===== config.mk =====
export PLATFORM = sky130hd
export DESIGN_NAME = larvaPeripherals
export DESIGN_NICKNAME = d
export VERILOG_FILES = /design/src/larvaIoPkg.sv /design/src/uartPkg.sv /design/src/uartRegsIf.sv /design/src/ioRegisterMap.sv /design/src/irqController.sv /design/src/larvaPeripherals.sv /design/src/pwmGenerator.sv /design/src/uartRx.sv /design/src/uartTx.sv
export SDC_FILE = /design/constraint.sdc
export NUM_CORES = 1
export LEC_CHECK = 0
export BUFFER_PORTS_ARGS = -buffer_cell sky130_fd_sc_hd__buf_2
export CAP_MARGIN = 25
export CORE_ASPECT_RATIO = 0.7
export CORE_MARGIN = 3
export CORE_UTILIZATION = 61
export DETAILED_ROUTE_END_ITERATION = 12
export PLACE_DENSITY = 0.92
export REMOVE_ABC_BUFFERS = 1
export SLEW_MARGIN = 25
export SYNTH_ARGS = -nofsm -noshare
export SYNTH_HDL_FRONTEND = slang
export SYNTH_SLANG_ARGS = --single-unit

===== constraint.sdc =====
create_clock -name clk -period 3.5 [get_ports clk]
set_input_delay 0.175 -clock clk [delete_from_list [all_inputs] [get_ports clk]]
set_output_delay 0.175 -clock clk [all_outputs]
set_load 0.05 [all_outputs]

===== src/larvaIoPkg.sv =====
/*
 * Register map of the peripheral I/O window
 * Block codes, register selects, status bit layout and field widths
 */

package larvaIoPkg;

	////////////////////////////////////////////////////////////
	// Address fields
	localparam int IO_ADDR_W = 6;        // Word address, byte bits 7..2
	localparam int BLK_W     = 3;        // Top address bits pick the block

	localparam logic [BLK_W-1:0] BLK_UART = 3'd0;  // Byte offset 0x00
	localparam logic [BLK_W-1:0] BLK_PWM  = 3'd1;  // Byte offset 0x20
	localparam logic [BLK_W-1:0] BLK_IRQ  = 3'd7;  // Byte offset 0xE0

	localparam int UART_REG_STATUS = 0;  // Byte bit 2: status word, else data byte
	localparam int IRQ_REG_VECTOR  = 2;  // Byte bit 4: vector table, else enables

	////////////////////////////////////////////////////////////
	// UART status word
	localparam int ST_RX_VALID  = 0;
	localparam int ST_TX_READY  = 1;
	localparam int ST_FRAME_ERR = 2;
	localparam int ST_OVERRUN   = 3;
	localparam int ST_PWM_IRQ   = 4;

	////////////////////////////////////////////////////////////
	// Interrupts
	localparam int NUM_IRQ     = 3;                     // rx, tx, pwm
	localparam int NUM_VECTORS = 4;                     // trap, rx, tx, pwm
	localparam int VEC_IDX_W   = $clog2(NUM_VECTORS);   // Table index
	localparam int VEC_W       = 30;                    // Word aligned vector

	// PWM and input port
	localparam int PWM_W = 8;
	localparam logic [PWM_W-1:0] PWM_TOP = 8'd180;      // 181 steps per period
	localparam int GPIN_W = 4;

endpackage


===== src/uartPkg.sv =====
/*
 * UART line timing and 8N1 frame constants
 */

package uartPkg;

	// Bit timing
	localparam int BIT_CYCLES   = 16;                   // clk cycles per bit
	localparam int BIT_CNT_W    = $clog2(BIT_CYCLES);   // Bit timer width
	localparam int SAMPLE_POINT = 7;                    // Mid-bit sample count

	// Frame layout
	localparam int DATA_BITS   = 8;
	localparam int FRAME_BITS  = 10;                    // start + 8 data + stop
	localparam int FRAME_CNT_W = $clog2(FRAME_BITS + 1);

endpackage


===== src/uartRegsIf.sv =====
/*
 * UART register interface
 * Joins the register map to the transmitter and receiver
 */

`timescale 1ns/100ps

interface uartRegsIf;
	import uartPkg::*;

	logic [DATA_BITS-1:0] txData;  // Byte to send
	logic txWrite;                 // Start of frame
	logic txReady;                 // Transmitter idle
	logic rxRead;                  // Clears valid and overrun
	logic [DATA_BITS-1:0] rxData;  // Last byte received
	logic rxValid;
	logic rxOverrun;
	logic rxFrameErr;

	modport regMap (output txData, txWrite, rxRead,
		input txReady, rxData, rxValid, rxOverrun, rxFrameErr);
	modport transmitter (input txData, txWrite, output txReady);
	modport receiver (input rxRead, output rxData, rxValid, rxOverrun, rxFrameErr);

endinterface


===== src/ioRegisterMap.sv =====
/*
 * I/O register map
 * Decodes bus accesses into peripheral strobes, raises stall on
 * blocking UART accesses and builds the combinational read word
 */

`timescale 1ns/100ps

module ioRegisterMap (
	input  logic sel,
	input  logic [larvaIoPkg::IO_ADDR_W-1:0] addr,
	input  logic [31:0] wdata,
	input  logic [3:0] wstrb,
	output logic [31:0] rdata,
	output logic stall,
	uartRegsIf.regMap uart,
	output logic dutyWrite,
	output logic [larvaIoPkg::PWM_W-1:0] dutyData,
	input  logic pwmIrq,
	input  logic [larvaIoPkg::GPIN_W-1:0] gpin,
	output logic enableWrite,
	output logic vectorWrite,
	output logic [larvaIoPkg::VEC_IDX_W-1:0] vectorIndex,
	output logic [larvaIoPkg::VEC_W-1:0] writeWord,
	input  logic [larvaIoPkg::NUM_IRQ-1:0] irqEnable
);
	import larvaIoPkg::*;

	logic [BLK_W-1:0] block;
	logic uartSel, pwmSel, irqSel;
	logic uartDataRd, uartDataWr;
	logic isVector;
	logic [ST_PWM_IRQ:0] status;

	////////////////////////////////////////////////////////////
	// Address decode
	assign block   = addr[IO_ADDR_W-1 -: BLK_W];
	assign uartSel = sel & (block == BLK_UART);
	assign pwmSel  = sel & (block == BLK_PWM);
	assign irqSel  = sel & (block == BLK_IRQ);
	assign isVector = addr[IRQ_REG_VECTOR];

	assign uartDataRd = uartSel & ~addr[UART_REG_STATUS] & (wstrb == 4'b0000);  // Pure read
	assign uartDataWr = uartSel & ~addr[UART_REG_STATUS] & wstrb[0];

	// Hold the master on empty rx or busy tx
	assign stall = (uartDataRd & ~uart.rxValid) | (uartDataWr & ~uart.txReady);

	////////////////////////////////////////////////////////////
	// Write and read strobes, all dropped while stalled
	assign uart.txWrite = uartDataWr & ~stall;
	assign uart.rxRead  = uartDataRd & ~stall;
	assign uart.txData  = wdata[7:0];

	assign dutyWrite = pwmSel & wstrb[0] & ~stall;
	assign dutyData  = wdata[PWM_W-1:0];

	assign enableWrite = irqSel & ~isVector & wstrb[0] & ~stall;
	assign vectorWrite = irqSel & isVector & (&wstrb) & ~stall;  // Full word only
	assign vectorIndex = addr[VEC_IDX_W-1:0];
	// Vector word drops the two low bits, enables sit at bit 0
	assign writeWord = isVector ? wdata[31:2] : VEC_W'(wdata[NUM_IRQ-1:0]);

	////////////////////////////////////////////////////////////
	// Read word
	always_comb begin
		status = '0;
		status[ST_RX_VALID]  = uart.rxValid;
		status[ST_TX_READY]  = uart.txReady;
		status[ST_FRAME_ERR] = uart.rxFrameErr;
		status[ST_OVERRUN]   = uart.rxOverrun;
		status[ST_PWM_IRQ]   = pwmIrq;
	end

	always_comb begin
		rdata = '0;  // Unmapped blocks read zero
		if (uartSel)
			rdata = addr[UART_REG_STATUS] ? 32'(status) : 32'(uart.rxData);
		else if (pwmSel)
			rdata = 32'(gpin);  // Input port lives in the PWM block
		else if (irqSel)
			rdata = 32'(irqEnable);
	end

endmodule


===== src/irqController.sv =====
/*
 * Interrupt controller
 * Enable register, four-entry vector table, fixed priority select
 */

`timescale 1ns/100ps

module irqController (
	input  logic clk,
	input  logic reset,
	input  logic enableWrite,
	input  logic vectorWrite,
	input  logic [larvaIoPkg::VEC_IDX_W-1:0] vectorIndex,
	input  logic [larvaIoPkg::VEC_W-1:0] writeWord,
	input  logic rxValid,
	input  logic txReady,
	input  logic pwmIrq,
	input  logic trap,
	output logic [larvaIoPkg::NUM_IRQ-1:0] irqEnable,
	output logic irq,
	output logic [larvaIoPkg::VEC_W-1:0] ivector
);
	import larvaIoPkg::*;

	logic [VEC_W-1:0] vectorTable [NUM_VECTORS];
	logic [NUM_IRQ-1:0] pending;
	logic [VEC_IDX_W-1:0] vecSel;

	always_ff @(posedge clk or posedge reset) begin
		if (reset)
			irqEnable <= '0;
		else if (enableWrite)
			irqEnable <= writeWord[NUM_IRQ-1:0];
	end

	always_ff @(posedge clk) begin
		if (vectorWrite)
			vectorTable[vectorIndex] <= writeWord;
	end

	// Masked sources: bit 0 rx, bit 1 tx, bit 2 pwm
	assign pending = irqEnable & {pwmIrq, txReady, rxValid};

	// Fixed priority, trap first
	assign vecSel = trap       ? 2'd0 :
	                pending[0] ? 2'd1 :
	                pending[1] ? 2'd2 : 2'd3;

	assign ivector = vectorTable[vecSel];
	assign irq     = (|pending) | trap;

endmodule


===== src/larvaPeripherals.sv =====
/*
 * Peripheral block of the microcontroller
 * UART, PWM, input port and interrupt controller on one I/O window
 */

`timescale 1ns/100ps

module larvaPeripherals (
	input  logic clk,
	input  logic reset,
	// Bus side
	input  logic sel,
	input  logic [larvaIoPkg::IO_ADDR_W-1:0] addr,
	input  logic [31:0] wdata,
	input  logic [3:0] wstrb,
	output logic [31:0] rdata,
	output logic stall,
	// Pins
	input  logic rxd,
	output logic txd,
	output logic pwmOut,
	input  logic [larvaIoPkg::GPIN_W-1:0] gpin,
	// CPU interrupt side
	input  logic trap,
	output logic irq,
	output logic [larvaIoPkg::VEC_W-1:0] ivector
);
	import larvaIoPkg::*;

	logic dutyWrite;
	logic [PWM_W-1:0] dutyData;
	logic pwmIrq;
	logic enableWrite, vectorWrite;
	logic [VEC_IDX_W-1:0] vectorIndex;
	logic [VEC_W-1:0] writeWord;
	logic [NUM_IRQ-1:0] irqEnable;

	uartRegsIf uart ();

	////////////////////////////////////////////////////////////
	// Register map
	ioRegisterMap regMap (
		.sel(sel), .addr(addr), .wdata(wdata), .wstrb(wstrb),
		.rdata(rdata), .stall(stall), .uart(uart.regMap),
		.dutyWrite(dutyWrite), .dutyData(dutyData), .pwmIrq(pwmIrq), .gpin(gpin),
		.enableWrite(enableWrite), .vectorWrite(vectorWrite),
		.vectorIndex(vectorIndex), .writeWord(writeWord), .irqEnable(irqEnable)
	);

	////////////////////////////////////////////////////////////
	// Peripherals
	uartTx uartTx0 (.clk(clk), .reset(reset), .uart(uart.transmitter), .txd(txd));
	uartRx uartRx0 (.clk(clk), .reset(reset), .uart(uart.receiver), .rxd(rxd));

	pwmGenerator pwm0 (
		.clk(clk), .reset(reset), .dutyWrite(dutyWrite), .dutyData(dutyData),
		.pwmOut(pwmOut), .pwmIrq(pwmIrq)
	);

	irqController irq0 (
		.clk(clk), .reset(reset), .enableWrite(enableWrite),
		.vectorWrite(vectorWrite), .vectorIndex(vectorIndex), .writeWord(writeWord),
		.rxValid(uart.rxValid), .txReady(uart.txReady), .pwmIrq(pwmIrq),
		.trap(trap), .irqEnable(irqEnable), .irq(irq), .ivector(ivector)
	);

endmodule


===== src/pwmGenerator.sv =====
/*
 * PWM generator, 181 steps per period
 * Double-buffered duty and a period interrupt flag
 */

`timescale 1ns/100ps

module pwmGenerator (
	input  logic clk,
	input  logic reset,
	input  logic dutyWrite,
	input  logic [larvaIoPkg::PWM_W-1:0] dutyData,
	output logic pwmOut,
	output logic pwmIrq
);
	import larvaIoPkg::*;

	logic [PWM_W-1:0] count;
	logic [PWM_W-1:0] holdDuty;    // Written by the bus
	logic [PWM_W-1:0] activeDuty;  // Used this period
	logic terminal, zero;

	assign terminal = (count == PWM_TOP);
	assign zero     = (count == '0);

	always_ff @(posedge clk or posedge reset) begin
		if (reset) begin
			count      <= '0;
			holdDuty   <= '0;
			activeDuty <= '0;
			pwmOut     <= 1'b0;
			pwmIrq     <= 1'b0;
		end else begin
			count <= terminal ? '0 : count + 1'b1;
			if (dutyWrite)
				holdDuty <= dutyData;
			if (terminal)
				activeDuty <= holdDuty;  // New duty from next period
			// Clear on match wins over set at zero
			pwmOut <= (count == activeDuty) ? 1'b0 : (zero ? 1'b1 : pwmOut);
			pwmIrq <= zero ? 1'b1 : (dutyWrite ? 1'b0 : pwmIrq);
		end
	end

endmodule


===== src/uartRx.sv =====
/*
 * UART receiver, 8N1
 * Synchronizer, edge-realigned bit timer, frame shift register,
 * receive buffer and valid/overrun flags
 */

`timescale 1ns/100ps

module uartRx (
	input  logic clk,
	input  logic reset,
	uartRegsIf.receiver uart,
	input  logic rxd
);
	import uartPkg::*;

	logic [1:0] rxSync;               // [1] is the stable sample
	logic [BIT_CNT_W-1:0] bitTimer;
	logic rxEdge, sample;
	logic [FRAME_BITS-1:0] shiftReg;
	logic frameDone;
	logic [DATA_BITS:0] rxBuffer;     // stop bit + data
	logic [1:0] rxFlags;              // {overrun, valid}

	// Two-stage synchronizer
	always_ff @(posedge clk or posedge reset) begin
		if (reset)
			rxSync <= 2'b11;  // Idle line
		else
			rxSync <= {rxSync[0], rxd};
	end

	assign rxEdge = rxSync[1] ^ rxSync[0];

	// Bit timer, realigned on any line edge
	always_ff @(posedge clk or posedge reset) begin
		if (reset)
			bitTimer <= '0;
		else if (rxEdge || bitTimer == BIT_CNT_W'(BIT_CYCLES - 1))
			bitTimer <= '0;
		else
			bitTimer <= bitTimer + 1'b1;
	end

	assign sample = (bitTimer == BIT_CNT_W'(SAMPLE_POINT));  // Middle of the bit

	////////////////////////////////////////////////////////////
	// Frame assembly, done once the start bit hits bit 0
	assign frameDone = ~shiftReg[0];

	always_ff @(posedge clk or posedge reset) begin
		if (reset) begin
			shiftReg <= '1;
			rxBuffer <= '1;
			rxFlags  <= 2'b00;
		end else begin
			if (frameDone)
				shiftReg <= '1;  // Restart hunt
			else if (sample)
				shiftReg <= {rxSync[1], shiftReg[FRAME_BITS-1:1]};
			if (frameDone)
				rxBuffer <= shiftReg[FRAME_BITS-1:1];
			if (frameDone)
				rxFlags <= {rxFlags[0], 1'b1};  // Overrun if still valid
			else if (uart.rxRead)
				rxFlags <= 2'b00;
		end
	end

	assign uart.rxData     = rxBuffer[DATA_BITS-1:0];
	assign uart.rxFrameErr = ~rxBuffer[DATA_BITS];  // Stop bit was 0
	assign uart.rxValid    = rxFlags[0];
	assign uart.rxOverrun  = rxFlags[1];

endmodule


===== src/uartTx.sv =====
/*
 * UART transmitter, 8N1
 * Bit timer, 9-bit shift register and frame counter
 */

`timescale 1ns/100ps

module uartTx (
	input  logic clk,
	input  logic reset,
	uartRegsIf.transmitter uart,
	output logic txd
);
	import uartPkg::*;

	logic [BIT_CNT_W-1:0] bitTimer;
	logic bitEnd;
	logic [DATA_BITS:0] shiftReg;      // data + start bit
	logic [FRAME_CNT_W-1:0] frameCnt;  // Bits left, 0 when idle

	assign bitEnd = (bitTimer == BIT_CNT_W'(BIT_CYCLES - 1));

	// Bit timer, restarted by every write
	always_ff @(posedge clk or posedge reset) begin
		if (reset)
			bitTimer <= '0;
		else if (uart.txWrite || bitEnd)
			bitTimer <= '0;
		else
			bitTimer <= bitTimer + 1'b1;
	end

	// Shift register, ones shifted in become the stop bit
	always_ff @(posedge clk or posedge reset) begin
		if (reset)
			shiftReg <= '1;  // Line idles high
		else if (uart.txWrite)
			shiftReg <= {uart.txData, 1'b0};  // Data plus start bit
		else if (bitEnd)
			shiftReg <= {1'b1, shiftReg[DATA_BITS:1]};
	end

	// Frame counter
	always_ff @(posedge clk or posedge reset) begin
		if (reset)
			frameCnt <= '0;
		else if (uart.txWrite)
			frameCnt <= FRAME_CNT_W'(FRAME_BITS);
		else if (bitEnd && frameCnt != '0)
			frameCnt <= frameCnt - 1'b1;
	end

	assign uart.txReady = (frameCnt == '0);
	assign txd = shiftReg[0];  // LSB first

endmodule


== After elaboration in Yosys (flattened, before gate mapping) ==
Memory sizes are Yosys's and may differ from the RTL's.
Cells that the tools add are included.
Widths: inputs -> output; s select.

* Bits in registers: 73
* Bits in writable memories: 120
* Input bits: 51
* Memories kept: 1

* Add/subtract/negate cells: 4
* Equality and inequality tests: 9
* Multiplexer cells: 25
* Bitwise gates (word level): 28
* Reduce and logical (&&, ||, !) cells: 14

{| class="wikitable"
|+ Memory list
! memory !! depth !! width !! rd ports !! clocked after memory_dff !! write ports !! line !! RTL
|-
| irq0.vectorTable || 4 || 30 || 1 || 0 || 1 || irqController.sv:25 || <nowiki>logic [VEC_W-1:0] vectorTable [NUM_VECTORS];</nowiki>
|}

{| class="wikitable"
|+ Operators by type and width
! cell !! number
|-
| $mux 32 || 2
|-
| $mux 30 || 1
|-
| $mux 10 || 2
|-
| $and 1x1->1 || 18
|-
| $mux 9 || 2
|-
| $mux 4 || 4
|-
| $mux 8 || 2
|-
| $add 4x1->4 const B || 2
|-
| $add 8x1->8 const B || 1
|-
| $eq 4x4->1 const B || 2
|-
| $eq 8x8->1 || 1
|-
| $eq 8x8->1 const B || 1
|-
| $logic_not 4->1 || 2
|-
| $logic_not 8->1 || 1
|-
| $mux 2 || 4
|-
| $reduce_bool 2->1 || 4
|-
| $mux 1 || 7
|-
| $not 1->1 || 6
|-
| $eq 4x3->1 const B || 1
|-
| $reduce_and 4->1 || 1
|-
| $reduce_bool 4->1 || 1
|-
| $sub 4x1->4 const B || 1
|-
| $and 3x3->3 || 1
|-
| $eq 3x1->1 const B || 1
|-
| 10 further kinds || 12
|}

== Logic depth before layout (Yosys ltp) ==
* Depth after elaboration: 10
* Mapped depth: 7
* Gate-level depth less buffers: 6

== By module ==
A second synthesis with hierarchy kept.

* Cells, all modules: 671
* Area, all modules: 8973.6 µm²

{| class="wikitable"
|+ By module, submodules not included
! module !! instances !! cells each !! area each (µm²) !! seq. area each (µm²)
|-
| irqController || 1 || 309 || 5092.4 || 3678.5
|-
| pwmGenerator || 1 || 89 || 1163.6 || 650.6
|-
| uartRx || 1 || 76 || 1107.3 || 701.9
|-
| uartTx || 1 || 79 || 815.8 || 436.7
|-
| ioRegisterMap || 1 || 118 || 794.5 || 0.0
|}

== Least setup slack after synthesis ==
Ideal clock, no wire load.

* Path type: input to register
* Start: input port addr[5] (netlist bit)
* End: memory irq0.vectorTable[0][0], enable pin
* Data arrival time: 2.869 ns
* Data required time: 3.045 ns
* Setup slack: 0.177 ns
* Stages on the path: 4
* Path buffers: 0
* Path through: and3_1 nand3_1 or2_2 nor3_1

* Word-level cells in the longest chain between the ends: 10
* Elaborated cells between the ends (all ways): 16
* Classes of those cells: eq/ne: 1; mux: 2; bitwise: 12; reduce/logical: 1

{| class="wikitable"
|+ Ends and longest elaborated chain
! element !! line !! RTL
|-
| from (decl) || larvaPeripherals.sv:13 || <nowiki>input logic [larvaIoPkg::IO_ADDR_W-1:0] addr,</nowiki>
|-
| $logic_not 3->1 || ioRegisterMap.sv:38 || <nowiki>assign uartSel = sel & (block == BLK_UART);</nowiki>
|-
| $and 1x1->1 || ioRegisterMap.sv:38 ||
|-
| $and 1x1->1 || ioRegisterMap.sv:43, ioRegisterMap.sv:44 ||
|-
| $and 1x1->1, on equally long branches || ioRegisterMap.sv:43, ioRegisterMap.sv:44 ||
|-
| $and 1x1->1 || ioRegisterMap.sv:47 || <nowiki>assign stall = (uartDataRd & ~uart.rxValid) | (uartDataWr & ~uart.txReady);</nowiki>
|-
| $or 1x1->1 || ioRegisterMap.sv:47 ||
|-
| $not 1->1 || ioRegisterMap.sv:59 || <nowiki>assign vectorWrite = irqSel & isVector & (&wstrb) & ~stall;</nowiki>
|-
| $and 1x1->1 * || ioRegisterMap.sv:59 ||
|-
| $mux 1 * || irqController.sv:37 || <nowiki>if (vectorWrite)</nowiki>
|-
| $mux 1 (implied by the code) * || irqController.sv:38 || <nowiki>vectorTable[vectorIndex] <= writeWord;</nowiki>
|-
| to (decl) || irqController.sv:25 ||
|}

Mark *: on every way between the ends. The rest lies on a longest branch, timed or not.

== Worst setup path after layout ==
* Start: register uartTx0.frameCnt[0]
* End: output port ivector[17] (netlist bit)

* Word-level cells in the longest chain between the ends: 6

{| class="wikitable"
|+ Ends and longest elaborated chain
! element !! line !! RTL
|-
| from (decl) || uartTx.sv:19 || <nowiki>logic [FRAME_CNT_W-1:0] frameCnt;</nowiki>
|-
| from (signal assigned) || uartTx.sv:48 || <nowiki>frameCnt <= FRAME_CNT_W'(FRAME_BITS);</nowiki>
|-
| from (signal assigned) || uartTx.sv:50 || <nowiki>frameCnt <= frameCnt - 1'b1;</nowiki>
|-
| $logic_not 4->1 || uartTx.sv:53 || <nowiki>assign uart.txReady = (frameCnt == '0);</nowiki>
|-
| $and 3x3->3 || irqController.sv:42 || <nowiki>assign pending = irqEnable & {pwmIrq, txReady, rxValid};</nowiki>
|-
| $mux 1 || irqController.sv:47 || <nowiki>pending[1] ? 2'd2 : 2'd3;</nowiki>
|-
| $mux 2 || irqController.sv:46 || <nowiki>pending[0] ? 2'd1 :</nowiki>
|-
| $mux 2 || irqController.sv:45 || <nowiki>assign vecSel = trap ? 2'd0 :</nowiki>
|-
| $mem_v2 4x30 || - ||
|-
| to (decl) || larvaPeripherals.sv:26 || <nowiki>output logic [larvaIoPkg::VEC_W-1:0] ivector</nowiki>
|}

Every way passes these cells.

==> results.md <==
- Top area cells in the synthesized netlist: edfxtp_1 45%, dfrtp_1 13%, dfstp_2 9.8%
- Initial antenna violation count: 1
- Top-area cell type share of the netlist area: 0.446
- WL/cell: 19.5 µm
- Hold_buf cts: 2
- # IOs: 117
- Via count: 5359
- Post-Route Setup TNS: 0 ns
- CTS buffer count: 17
- TritonCTS clock tree: done
- Tot GR Track Use: 0.246
- Maximum vdd drop: 0.000423 V
- Hpwl dp: 10900 µm
- Clk slew on worst S/H paths: 0.07 ns
- Synth unique cells: 42
- # fillers: 801
- Max FO, Critical Path: 18
- Cells after Synth: 628
- Post-synth EDFFs: 120
- Clk pwr share: 0.396
- Clock root cell: clkbuf_16
- Cell area after layout: 9210 µm²
- Crit. End Element: primary output
- Headroom to the max-slew limit: 0.479
- Post-CTS sizing: 0
- Pin count of the biggest net entering global routing: 46
- P_leak: 3.64 nW
- Worst skew pair latency: 0.43 ns
- Placer Congestion: 0.823
- Final worst path period share: 0.850
- Clock skew: 0.00737 ns
- Flops & latches, synth: 193
- Clock Tree Buf Depth: 2
- H-tree levels: 4
- Sequential Power Share: 0.518
- Drt drc: 0
- I/O Buffers: 92
- Most frequent cells in the layout: 120 x edfxtp_1, 98 x nand2_1, 92 x buf_2, 43 x dfrtp_1
- Core area: 12700 µm²
- Share of cells above drive strength 1: 0.270
- Fmax: 336 MHz
- Slew @ Worst Pin: 0.780 ns
- Setup slack, reg-to-reg: 0.99 ns
- Via density: 5.98
- Fin. max-slew vios: 0
- Type of origin of the critical path: register
- Pwr Density: 527 nW/µm²
- Logic pwr share: 0.087
- MaxCap Viol Count: 0
- Syn. warnings: 0
- Status: completed
- Routed WL: 17500 µm
- Layout area overhead: 14.0%
- Num rows: 34
- CP Data Arrival Time: 2.80 ns
- Post-synth top flop: edfxtp_1
- Internal power: 3.61 mW
- Crit path time final: 2.98 ns
- Hold WC Path Type: input pin to register
- Post-route ant nets: 0
- Starting DRT DRC Count: 463
- Synthesized area: 8080 µm²
- Commonest non-fill, non-tap cell in the layout: edfxtp_1
- Synth Area per Inst: 12.9 µm²
- Final hold violations: 0
- # diodes: 0
- Placed Area: 8600 µm²
- First-pass DRT Iterations: 5
- Die area: 14700 µm²
- Die X: 144 µm
- Setup bufs post-CTS: 0
- Overflow after GRT: 0
- Synth area leader: edfxtp_1
- Critical Path RT: 3.32 ns
- Critical path type: register to primary output
- RSZ-0062 raised after global routing: no
- Post-synthesis sequential area ratio: 0.677
- # setup viols final: 0
- Sw Share: 0.257
- Clock Sinks: 193
- P_sw: 1.25 mW
- Die height: 102 µm
- Initial Util: 0.637
- Vias in the first global route: 5422
- FFs w/ async S/R, synth: 0.378
- Nets@finish: 777
- First-pass GRT wire length: 27500 µm
==> sequential cells by signal (all words and copies together) (netlist names) <==
signal	flops
irq0.irqEnable	3
irq0.vectorTable	120
pwm0.activeDuty	8
pwm0.count	8
pwm0.holdDuty	8
pwm0.pwmIrq	1
pwm0.pwmOut	1
uartRx0.bitTimer	4
uartRx0.rxBuffer	9
uartRx0.rxFlags	2
uartRx0.rxSync	2
uartRx0.shiftReg	10
uartTx0.bitTimer	4
uartTx0.frameCnt	4
uartTx0.shiftReg	9
==> critical path, cell delays in order, from the launching register on <==
cell,delay [ns]
dfrtp_1,0.42
inv_1,0.08
ha_1,0.19
nor3b_4,0.40
nand2_1,0.46
buf_4,0.38
nand2_1,0.11
a31oi_1,0.09
buf_2,0.24
==> Yosys cell counts (2+ instances only) <==
cell type  count
o21ai_0        8
xor2_1        13
nor3_1         7
nand3_1       12
buf_4         25
mux2i_1       13
mux2_2        23
edfxtp_1     120
dfrtp_1       43
and3_1         9
a21oi_1       16
nor4_1         4
nand2_1       98
nand4_1        2
buf_6          3
or2_2          2
a31oi_1       33
dfstp_2       30
ha_1           5
nor3b_4        2
inv_1         14
nor3b_1        2
nor2b_1        2
clkbuf_1      17
o22a_1         9
nor2_1        33
buf_2          8
and2_1        28
o22ai_1       30
xnor2_1        5
==> layer usage <==
metal | track usage | wire length, µm | vias up
met5 | 0 | 13 | -
met4 | 0.104 | 377 | 2
met3 | 0.0510 | 1540 | 42
met2 | 0.410 | 8600 | 271
met1 | 0.319 | 6950 | 2639
li1 | - | - | 2405
==> power groups by stage <==
stage	registers [mW]	logic (mW)	clock network (mW)
finish	2.51	0.421	1.92
detailed placement	2.56	0.416	0
CTS	2.51	0.422	1.95
global route	2.52	0.446	2.04
floorplan	2.54	0.290	0
global placement	2.55	0.399	0
==> final timing paths <==
kind                       cells past startpoint                   to                 from
min reg2reg                                    0    uartRx0.rxSync[1]    uartRx0.rxSync[0]
min in group asynchronous                      3     pwm0.holdDuty[3]                reset
max reg2reg                                    6  uartTx0.frameCnt[1]  uartTx0.frameCnt[0]
max in group asynchronous                      4  uartTx0.shiftReg[5]                reset
min                                            3  uartTx0.shiftReg[8]             wdata[7]
max                                            8          ivector[17]  uartTx0.frameCnt[0]
==> cell families (layout without fill, tap and decap cells) <==
group,count (synthesis),in the layout,share of synthesized area
muxes,36,36,0.0482
AOI/OAI and AO/OA,103,103,0.0803
and+or+nand+nor,205,205,0.120
buffers and inverters,67,150,0.0468
DFF,193,193,0.677
other,1,24,0.000464
adders and majority gates,5,5,0.00775
xor gates and xnor gates,18,18,0.0195
==> area by class of cell <==
cell class | instances | area, µm² | share of cell area
Sequential cell | 193 | 5470 | 0.594
Multi-Input combinational cell | 391 | 2340 | 0.254
Clock inverter | 14 | 160 | 0.0174
Inverter | 14 | 52.6 | 0.00571
Tap cell | 162 | 203 | 0.0220
Clock buffer | 18 | 429 | 0.0466
Timing Repair Buffer | 104 | 556 | 0.0603
==> metrics by stage <==
stage          power, mW  hold WS (ns)  std cells   util  setup slack, ns
2_1_floorplan       2.83         0.179        598      -            0.176
3_3_place_gp        2.95         0.256        862  0.678             1.21
3_5_place_dp        2.97         0.266        862  0.678             1.04
4_1_cts             4.89        0.0180        896  0.726            0.536
5_1_grt             5.00        0.0398        896  0.726            0.378
6_report            4.85        0.0461        896  0.726            0.524
Power figures use the tool's default switching activity.
